$ cat config.mk
export PLATFORM = sky130hd
export DESIGN_NAME = banked_sram_top
export DESIGN_NICKNAME = d
export VERILOG_FILES = /design/src/hw/sram_timing_pkg.sv /design/src/hw/wb_bus_pkg.sv /design/src/hw/bank_decoder.sv /design/src/hw/sram_bank_ctrl.sv /design/src/hw/bank_response_merge.sv /design/src/hw/banked_sram_top.sv
export SDC_FILE = /design/constraint.sdc
export NUM_CORES = 1
export LEC_CHECK = 0
export BUFFER_PORTS_ARGS = -buffer_cell sky130_fd_sc_hd__buf_2
export CORE_UTILIZATION = 50
export DETAILED_ROUTE_END_ITERATION = 7
export HOLD_SLACK_MARGIN = 0.05
export PLACE_DENSITY = 0.75
export SYNTH_ARGS = -nofsm -noshare
export SYNTH_HDL_FRONTEND = slang
export SYNTH_SLANG_ARGS = --single-unit
$ cat constraint.sdc
create_clock -name wb_clock_i -period 5.05 [get_ports wb_clock_i]
set_input_delay 1.2625 -clock wb_clock_i [delete_from_list [all_inputs] [get_ports wb_clock_i]]
set_output_delay 1.2625 -clock wb_clock_i [all_outputs]
set_load 0.02 [all_outputs]
$ cat src/hw/sram_timing_pkg.sv
// Chip timing for a 55 ns asynchronous SRAM at a 16 ns system clock
// Counts round up, so a faster clock needs only CLOCK_NS changed
package sram_timing_pkg;

    // System clock period
    localparam int CLOCK_NS = 16;

    // Round a time in ns up to whole clock cycles
    function automatic int ns_to_cycles(input int ns);
        return (ns + CLOCK_NS - 1) / CLOCK_NS;
    endfunction

    // Output enable held until read data is valid (tAA)
    localparam int READ_CYCLES  = ns_to_cycles(55);
    // Minimum write enable pulse width (tWP)
    localparam int WRITE_CYCLES = ns_to_cycles(45);
    // Accept to bank ack, shared by reads and writes
    localparam int ACK_CYCLES   = READ_CYCLES + 1;

    // Counter wide enough to reach ACK_CYCLES
    localparam int CNT_WIDTH = $clog2(ACK_CYCLES + 1);

    // One-hot controller states
    localparam logic [4:0] ST_IDLE     = 5'b00001;
    localparam logic [4:0] ST_READ     = 5'b00010;
    localparam logic [4:0] ST_WR_PULSE = 5'b00100;
    localparam logic [4:0] ST_WR_WAIT  = 5'b01000;
    localparam logic [4:0] ST_RECOVER  = 5'b10000;

endpackage

$ cat src/hw/wb_bus_pkg.sv
// Bus widths and address layout; the bank number sits above the chip address
// NUM_BANKS must stay a power of two so every bank field value maps to a chip
package wb_bus_pkg;

    // Data word size on the bus and at the chips
    localparam int DATA_WIDTH = 8;

    // Number of SRAM chips and the width of the bank field
    localparam int NUM_BANKS = 4;
    localparam int BANK_BITS = $clog2(NUM_BANKS);

    // Word address of a single chip
    localparam int RAM_ADDR_WIDTH = 10;

    // Bus word address covers all banks
    localparam int WB_ADDR_WIDTH = BANK_BITS + RAM_ADDR_WIDTH;

    // Field view of a bus address
    typedef struct packed {
        logic [BANK_BITS-1:0]      bank;
        logic [RAM_ADDR_WIDTH-1:0] offset;
    } wb_addr_fields_t;

    // Same word seen as raw bus address or as bank/offset fields
    typedef union packed {
        logic [WB_ADDR_WIDTH-1:0] raw;
        wb_addr_fields_t          fields;
    } wb_addr_u;

endpackage

$ cat src/hw/bank_decoder.sv
// Stall is combinational from the address; the master must hold its request
// while it is high. Requests with wb_cycle_i low never reach a bank
module bank_decoder
    import wb_bus_pkg::*;
(
    input  logic [WB_ADDR_WIDTH-1:0]  wb_addr_i,
    input  logic                      wb_cycle_i,
    input  logic                      wb_strobe_i,
    input  logic [NUM_BANKS-1:0]      bank_stall_i,
    output logic [NUM_BANKS-1:0]      bank_req_o,
    output logic [RAM_ADDR_WIDTH-1:0] ram_offset_o,
    output logic                      wb_stall_o
);

    wb_addr_u             addr;
    logic [BANK_BITS-1:0] bank;
    logic                 bank_busy;
    logic                 req_valid;

    // Raw bus address in, fields out
    assign addr.raw     = wb_addr_i;
    assign bank         = addr.fields.bank;
    assign ram_offset_o = addr.fields.offset;

    // Busy flag of the bank this address points at
    assign bank_busy = bank_stall_i[bank];

    // Master sees only the addressed bank's stall
    // Other banks keep accepting while this one is busy
    assign wb_stall_o = bank_busy;

    // A live request needs cycle and strobe together
    assign req_valid = wb_cycle_i && wb_strobe_i && !bank_busy;

    // One-hot steer to the addressed bank
    always_comb begin
        for (int b = 0; b < NUM_BANKS; b++) begin
            bank_req_o[b] = req_valid && (bank == BANK_BITS'(b));
        end
    end

endmodule

$ cat src/hw/sram_bank_ctrl.sv
// One transaction at a time; req_i is only looked at while idle and stall_o low
// Ack comes ACK_CYCLES after accept for reads and writes alike
module sram_bank_ctrl
    import wb_bus_pkg::*, sram_timing_pkg::*;
(
    input  logic                      wb_clock_i,
    input  logic                      rst_i,
    input  logic                      req_i,
    input  logic                      we_i,
    input  logic [RAM_ADDR_WIDTH-1:0] offset_i,
    input  logic [DATA_WIDTH-1:0]     data_i,
    output logic                      stall_o,
    output logic                      ack_o,
    output logic [DATA_WIDTH-1:0]     rd_data_o,
    output logic [RAM_ADDR_WIDTH-1:0] ram_addr_o,
    output logic [DATA_WIDTH-1:0]     ram_data_o,
    output logic                      ram_oe_o,
    output logic                      ram_we_o,
    output logic                      ram_data_oe_o,
    input  logic [DATA_WIDTH-1:0]     ram_data_i
);

    logic [4:0]           state;
    logic [CNT_WIDTH-1:0] cycle_count;

    // Control path: state, counter, strobes to the chip and the bus
    always_ff @(posedge wb_clock_i) begin
        if (rst_i) begin
            state         <= ST_IDLE;
            cycle_count   <= '0;
            stall_o       <= 1'b0;
            ack_o         <= 1'b0;
            ram_oe_o      <= 1'b0;
            ram_we_o      <= 1'b0;
            ram_data_oe_o <= 1'b0;
        end else begin
            // Counts edges since accept; cleared on accept
            cycle_count <= cycle_count + 1'b1;

            case (state)
                ST_IDLE: begin
                    if (req_i) begin
                        cycle_count   <= '0;
                        stall_o       <= 1'b1;
                        // Address and enable coincident, setup time is zero
                        ram_oe_o      <= !we_i;
                        ram_we_o      <= we_i;
                        ram_data_oe_o <= we_i;
                        state         <= we_i ? ST_WR_PULSE : ST_READ;
                    end
                end
                ST_READ: begin
                    // Data valid here, drop OE
                    if (cycle_count == CNT_WIDTH'(READ_CYCLES - 1)) begin
                        ram_oe_o <= 1'b0;
                    end
                    if (cycle_count == CNT_WIDTH'(ACK_CYCLES - 1)) begin
                        ack_o <= 1'b1;
                        state <= ST_RECOVER;
                    end
                end
                ST_WR_PULSE: begin
                    // End of WE pulse; chip latches data on release
                    if (cycle_count == CNT_WIDTH'(WRITE_CYCLES - 1)) begin
                        ram_we_o      <= 1'b0;
                        ram_data_oe_o <= 1'b0;
                        state         <= ST_WR_WAIT;
                    end
                end
                ST_WR_WAIT: begin
                    // Pad write out to the read latency
                    if (cycle_count == CNT_WIDTH'(ACK_CYCLES - 1)) begin
                        ack_o <= 1'b1;
                        state <= ST_RECOVER;
                    end
                end
                ST_RECOVER: begin
                    // Chip back to High-Z before next access
                    ack_o   <= 1'b0;
                    stall_o <= 1'b0;
                    state   <= ST_IDLE;
                end
                default: begin
                    state <= ST_IDLE;
                end
            endcase
        end
    end

    // Payload path, latched at accept and sampled at end of read access
    always_ff @(posedge wb_clock_i) begin
        if (state == ST_IDLE && req_i) begin
            ram_addr_o <= offset_i;
            ram_data_o <= data_i;
        end
        if (state == ST_READ && cycle_count == CNT_WIDTH'(READ_CYCLES - 1)) begin
            rd_data_o <= ram_data_i;
        end
    end

endmodule

$ cat src/hw/bank_response_merge.sv
// Expects at most one bank ack per cycle, which the fixed bank latency gives
// Adds one cycle; wb_data_o holds the last captured word between acks
module bank_response_merge
    import wb_bus_pkg::*;
(
    input  logic                                 wb_clock_i,
    input  logic                                 rst_i,
    input  logic [NUM_BANKS-1:0]                 bank_ack_i,
    input  logic [NUM_BANKS-1:0][DATA_WIDTH-1:0] bank_data_i,
    output logic                                 wb_ack_o,
    output logic [DATA_WIDTH-1:0]                wb_data_o
);

    // Any bank done means one bus ack
    always_ff @(posedge wb_clock_i) begin
        if (rst_i) begin
            wb_ack_o <= 1'b0;
        end else begin
            wb_ack_o <= |bank_ack_i;
        end
    end

    // Capture from the acking bank only
    // Banks complete in accept order, so this keeps bus order too
    always_ff @(posedge wb_clock_i) begin
        for (int b = 0; b < NUM_BANKS; b++) begin
            if (bank_ack_i[b]) begin
                wb_data_o <= bank_data_i[b];
            end
        end
    end

endmodule

$ cat src/hw/banked_sram_top.sv
// Four SRAM chips behind one pipelined Wishbone slave, one transaction per bank
// Tristate control is ram_data_oe_o; pads are resolved outside this block
module banked_sram_top
    import wb_bus_pkg::*;
(
    // Wishbone B4 pipelined slave
    input  logic                                     wb_clock_i,
    input  logic                                     rst_i,
    input  logic [WB_ADDR_WIDTH-1:0]                 wb_addr_i,
    input  logic [DATA_WIDTH-1:0]                    wb_data_i,
    input  logic                                     wb_we_i,
    input  logic                                     wb_cycle_i,
    input  logic                                     wb_strobe_i,
    output logic [DATA_WIDTH-1:0]                    wb_data_o,
    output logic                                     wb_stall_o,
    output logic                                     wb_ack_o,

    // SRAM chip pins, indexed by bank
    output logic [NUM_BANKS-1:0][RAM_ADDR_WIDTH-1:0] ram_addr_o,
    output logic [NUM_BANKS-1:0][DATA_WIDTH-1:0]     ram_data_o,
    output logic [NUM_BANKS-1:0]                     ram_oe_o,
    output logic [NUM_BANKS-1:0]                     ram_we_o,
    output logic [NUM_BANKS-1:0]                     ram_data_oe_o,
    input  logic [NUM_BANKS-1:0][DATA_WIDTH-1:0]     ram_data_i
);

    logic [NUM_BANKS-1:0]                 bank_req;
    logic [NUM_BANKS-1:0]                 bank_stall;
    logic [NUM_BANKS-1:0]                 bank_ack;
    logic [NUM_BANKS-1:0][DATA_WIDTH-1:0] bank_rd_data;
    logic [RAM_ADDR_WIDTH-1:0]            ram_offset;

    // Address split and strobe steering
    bank_decoder u_decoder (
        .wb_addr_i    (wb_addr_i),
        .wb_cycle_i   (wb_cycle_i),
        .wb_strobe_i  (wb_strobe_i),
        .bank_stall_i (bank_stall),
        .bank_req_o   (bank_req),
        .ram_offset_o (ram_offset),
        .wb_stall_o   (wb_stall_o)
    );

    // One controller per chip; offset, data and we are shared
    for (genvar b = 0; b < NUM_BANKS; b++) begin : g_bank
        sram_bank_ctrl u_ctrl (
            .wb_clock_i    (wb_clock_i),
            .rst_i         (rst_i),
            .req_i         (bank_req[b]),
            .we_i          (wb_we_i),
            .offset_i      (ram_offset),
            .data_i        (wb_data_i),
            .stall_o       (bank_stall[b]),
            .ack_o         (bank_ack[b]),
            .rd_data_o     (bank_rd_data[b]),
            .ram_addr_o    (ram_addr_o[b]),
            .ram_data_o    (ram_data_o[b]),
            .ram_oe_o      (ram_oe_o[b]),
            .ram_we_o      (ram_we_o[b]),
            .ram_data_oe_o (ram_data_oe_o[b]),
            .ram_data_i    (ram_data_i[b])
        );
    end

    // Acks and read data back onto the bus
    bank_response_merge u_merge (
        .wb_clock_i  (wb_clock_i),
        .rst_i       (rst_i),
        .bank_ack_i  (bank_ack),
        .bank_data_i (bank_rd_data),
        .wb_ack_o    (wb_ack_o),
        .wb_data_o   (wb_data_o)
    );

endmodule

After elaboration in Yosys (flattened, before gate mapping)
Index checks and enable logic that the tools add are counted.
Word-level totals
  input port bits: 57
  output and inout port bits: 94
  logic and storage cells: 224
  bits in registers: 161
Operators by class
  multiplexer cells: 71
  reduce and logical (&&, ||, !) cells: 59
  order comparisons: 1
  add/subtract/negate cells: 4
  eq/ne operators: 51
Operator list (count)
  5-bit two-way mux: 12
  5-bit case mux with 3 select lines: 4
  3-bit AND reduction: 12
  8-bit two-way mux: 4
  2-bit by 1-bit inequality test with 1-bit output, second input constant: 16
  1-bit case mux with 2 select lines: 16
  2-bit nonzero test: 16
  3-bit two-way mux: 9
  1-bit two-way mux: 25
  3-bit by 2-bit == test with 1-bit output, second input constant: 8
  5-bit by 1-bit == test with 1-bit output, second input constant: 4
  5-bit by 2-bit == test with 1-bit output, second input constant: 4
  5-bit by 3-bit == test with 1-bit output, second input constant: 4
  5-bit by 4-bit == test with 1-bit output, second input constant: 4
  5-bit == test, second input constant: 4
  2-bit AND reduction: 8
  1-bit logical AND: 14
  3-bit by 1-bit adder with 3-bit output, second input constant: 4
  3-bit == test, second input constant: 4
  2-bit OR reduction: 4
  2-bit == test, second input constant: 2
  4-bit nonzero test: 1
  4-bit OR reduction: 1
  2-bit by 3-bit less-than comparator with 1-bit output, second input constant: 1
  4 further kinds: 5

Depth between registers and ports, before layout
  depth in word-level cells: 7
  depth in mapped cells: 7
  mapped depth without buffers: 7

By module
Synthesis repeated with hierarchy kept, for this count alone.
Unflattened totals
  cells, all modules: 415
  area, all modules: 6133.4 sq um
Modules (own cells, without submodules)
  sram_bank_ctrl: seq. area each 1021.0 sq um, instances 4, area each 1361.3 sq um, cells each 88
  bank_response_merge: seq. area each 260.2 sq um, instances 1, area each 554.3 sq um, cells each 46
  bank_decoder: seq. area each 0.0 sq um, instances 1, area each 133.9 sq um, cells each 17

Worst setup path before layout
No wires, ideal clock.
  path kind: in2reg
  start: in wb_cycle_i
  end: reg g_bank[1].u_ctrl.ram_oe_o
  cell stages on the path: 5
  path buffers: 0
  required time: 4.918 ns
  slack: 1.902 ns
  library setup time: 0.132 ns
  data arrival time: 3.015 ns
  cells stage by stage: nand3_1 or3_4 nor2_1 or3b_2 a21oi_1
Between the ends
  word-level cells in the longest chain between the ends: 5
Ends and longest elaborated chain
  start, declared: line banked_sram_top.sv:12  | input logic wb_cycle_i,
  1-bit logical AND (2 in a row): line bank_decoder.sv:33  | assign req_valid = wb_cycle_i && wb_strobe_i && !bank_busy;
  1-bit logical AND: line bank_decoder.sv:38  | bank_req_o[b] = req_valid && (bank == BANK_BITS'(b));
  2-bit by 1-bit inequality test with 1-bit output (no line)
  3-bit AND reduction (no line)
  end signal, assigned: line sram_bank_ctrl.sv:46  | ram_oe_o <= !we_i;
  end, declared: line sram_bank_ctrl.sv:17  | output logic ram_oe_o,
Every way passes these cells.
A chain may end at the register's enable or synchronous reset.

Worst setup path after layout
  start: in wb_addr_i[10]
  end: out wb_stall_o
Between the ends
  word-level cells in the longest chain between the ends: 2
Ends and longest elaborated chain
  start, declared: line banked_sram_top.sv:9  | input logic [WB_ADDR_WIDTH-1:0] wb_addr_i,
  1-bit binary-select mux with 2-bit select: line bank_decoder.sv:26  | assign bank_busy = bank_stall_i[bank];
  1-bit two-way mux (not written as such): line bank_decoder.sv:26
  end, declared: line banked_sram_top.sv:15  | output logic wb_stall_o,
Every way passes these cells. The select of a mux whose other input is x is not followed.

==> results.json <==
{
  "end_kind": "output port",
  "clk_pin_slew_ns": 0.06,
  "slew-limit-headroom": 0.179,
  "synth_edf_count": 112,
  "fin_tns_setup_ns": 0,
  "num_vias": 3911,
  "met2_usage": 0.354,
  "period_minus_slack_ns": 3.28,
  "grt.busiest_layer": "met2",
  "crit_type": "primary input to output port",
  "fill_cells": 895,
  "ys_warn_count": 0,
  "synth_fa_ha_area_frac": 0.0327,
  "hold_buffers": 0,
  "dieArea_mm2": 0.0127,
  "maxCapViolations": 0,
  "yosysSeqAreaShare": 0.710,
  "drive_gt1_frac": 0.329,
  "cts_root_buffer": "clkbuf_16",
  "drtAntennaViolNets": 0,
  "utilization": 0.632,
  "grt_overflow": 0,
  "cts-htree-levels": 4,
  "ios": 151,
  "synth_xor_area_frac": 0.00573,
  "setup_violations": 0,
  "grt_use_total": 0.200,
  "wl_um": 12200,
  "postSynthRegisterBits": 161,
  "rows": 40,
  "min_period_over_period": 0.649,
  "synth.distinct_cells": 55,
  "peakVddDrop_v": 0.000282,
  "drv_slew": 0,
  "synthToLayoutAreaGrowth_pct": 23.6,
  "gr-usage-met1": 0.225,
  "gp_congestion": 0.861,
  "drt-pass1-iter-count": 4,
  "grt_max_degree": 49,
  "multi_input_area_mm2": 0.00157,
  "grt_pass1_wl_um": 18900,
  "insertion_delay_ns": 0.42,
  "drt-wirelength-per-cell_um": 16.4,
  "die_y_um": 113,
  "core_area_mm2": 0.0120,
  "synthMuxAreaShare": 0.0272,
  "syn_inst": 437,
  "use_met3": 0.0502,
  "dp_hpwl_um": 8520,
  "p_leak_nw": 2.93,
  "start_kind": "primary input",
  "powerDensity_mw_per_mm2": 443,
  "cts.sinks": 161,
  "vias_per_cell": 5.26,
  "final_hold_viol_count": 0,
  "start_util": 0.511,
  "clock_tree.buffer_depth": 2,
  "cts_tree": "done",
  "synth.avg_cell_area_um2": 14.0,
  "synth_compound_area_frac": 0.0679,
  "finalNetCount": 656,
  "synth_area_mm2": 0.00612,
  "worstMarginPinSlew_ns": 1.23,
  "status": "completed",
  "worst_r2r_path_depth": 5,
  "regArea_mm2": 0.00434,
  "cts_made_buffers": 17,
  "cp.arrival_ns": 2.02,
  "drcViolationCount": 0,
  "rsz0062_at_grt": "false",
  "critPathMaxFanout": 3,
  "placement.io_buffers": 150,
  "postCtsSetupRepairBufs": 0,
  "dieWidth_um": 113,
  "grt_pass1_vias": 3857,
  "fmax_ghz": 0.305,
  "async_reset_ff_frac": 0,
  "hold_class": "register to register",
  "synth_ff_type": "edfxtp_1",
  "clock_skew_ns": 0.00656,
  "worstHoldPathCells": 1,
  "drtIter0Drc": 356,
  "cp_data_required_time_ns": 3.79,
  "yosys.area_share.simple": 0.122,
  "cts_resized": 0,
  "diodes": 0,
  "synth_top_family_by_area": "simple AND/OR/NAND/NOR gates",
  "antenna_found_initial": 0,
  "synth_nets": 510
}
logic make-up (layout without fill, tap and decap cells):
family	Yosys count	count (layout)
DFF	161	161
and+or+nand+nor	134	134
AOI/OAI and AO/OA	64	64
buffers and inverters	43	202
adders and majority gates	16	16
muxes	15	15
xor gates and xnor gates	4	4
through the flow:
step           worst slack (ns)  power (W)  instance area, µm²  hold WS, ns  cells
2_1_floorplan              1.90    0.00189                6120        0.421    437
3_3_place_gp               1.77    0.00200                6930        0.439    711
3_5_place_dp               1.70    0.00202                6930        0.453    711
4_1_cts                    1.77    0.00336                7560        0.464    743
5_1_grt                    1.75    0.00347                7560        0.494    743
6_report                   1.77    0.00335                7560        0.463    743
cell usage in the layout (no fill, tap or decap), drive strengths merged, types with 6 or more instances in the layout:
cell type / count
dfxtp: 49
o21a: 7
nor3b: 8
a21oi: 21
nand2: 24
clkinv: 6
ha: 16
clkbuf: 20
o21ai: 15
inv: 18
nor2b: 6
edfxtp: 112
nor3: 19
nor2: 37
mux2i: 11
buf: 152
synthesized netlist by cell type, types with 3 or more instances:
master	number	area, µm²
mux2_2	3	33.8
nand3_1	5	25.0
mux2i_1	11	110
inv_1	18	67.6
a22oi_1	3	22.5
nand3b_1	5	37.5
or4_1	3	22.5
nor2_1	37	139
o21ai_0	15	75.1
edfxtp_1	112	3360
and3_1	3	18.8
nor4_1	3	18.8
clkbuf_1	9	33.8
buf_4	12	90.1
ha_1	16	200
a31oi_1	4	25.0
nor3b_1	6	45.0
a21oi_1	21	105
nor3_1	17	85.1
nand2b_1	5	31.3
dfxtp_1	49	981
nand2_1	24	90.1
nor2b_1	6	37.5
xor2_1	3	26.3
o21a_1	7	52.6
and2_1	3	18.8
path summary, 6_finish.rpt:
| kind | from | endpoint | slack (ns) |
|---|---|---|---|
| min | g_bank[1].u_ctrl.cycle_count[0]$_SDFF_PP0_ | g_bank[1].u_ctrl.cycle_count[0]$_SDFF_PP0_ | 0.46 |
| max | wb_addr_i[10] | wb_stall_o | 1.77 |
| max reg2reg | g_bank[3].u_ctrl.state[1]$_SDFFE_PP0P_ | g_bank[3].u_ctrl.ram_oe_o$_SDFFE_PP0P_ | 2.62 |
| min reg2reg | g_bank[1].u_ctrl.cycle_count[0]$_SDFF_PP0_ | g_bank[1].u_ctrl.cycle_count[0]$_SDFF_PP0_ | 0.46 |
sequential cells by signal, indices dropped and copies added, names as in the netlist:
| register | cells |
|---|---|
| g_bank.u_ctrl.rd_data_o | 32 |
| g_bank.u_ctrl.cycle_count | 12 |
| u_merge.wb_data_o | 8 |
| u_merge.wb_ack_o | 1 |
| g_bank.u_ctrl.ram_addr_o | 40 |
| g_bank.u_ctrl.state | 20 |
| g_bank.u_ctrl.stall_o | 4 |
| g_bank.u_ctrl.ram_oe_o | 4 |
| g_bank.u_ctrl.ack_o | 4 |
| g_bank.u_ctrl.ram_we_o | 4 |
| g_bank.u_ctrl.ram_data_o | 32 |
critical path, cell delays in order:
cell,delay (ns)
buf_2,0.10
mux4_2,0.48
buf_2,0.17
cell type report:
class | instances | share of cell area
multi-input cells | 233 | 0.208
repair buffers | 152 | 0.101
clock inverters | 12 | 0.0250
clock buffers | 20 | 0.0578
flip-flops and latches | 161 | 0.575
well taps | 147 | 0.0243
inverters | 18 | 0.00894
routing by layer:
layer | vias to the layer above | share of wire
li1 | 1890 | -
met1 | 1899 | 0.40
met2 | 103 | 0.54
met3 | 19 | 0.043
met4 | 0 | 0.019
met5 | - | 0
where the power goes:
group | internal (W) | switching, W | total [W]
clock | 0.000871 | 0.000481 | 0.00135
sequential | 0.00149 | 0.0000631 | 0.00155
combinational | 0.000176 | 0.000268 | 0.000444
total | 0.00254 | 0.000812 | 0.00335
Power figures use the tool's default switching activity.
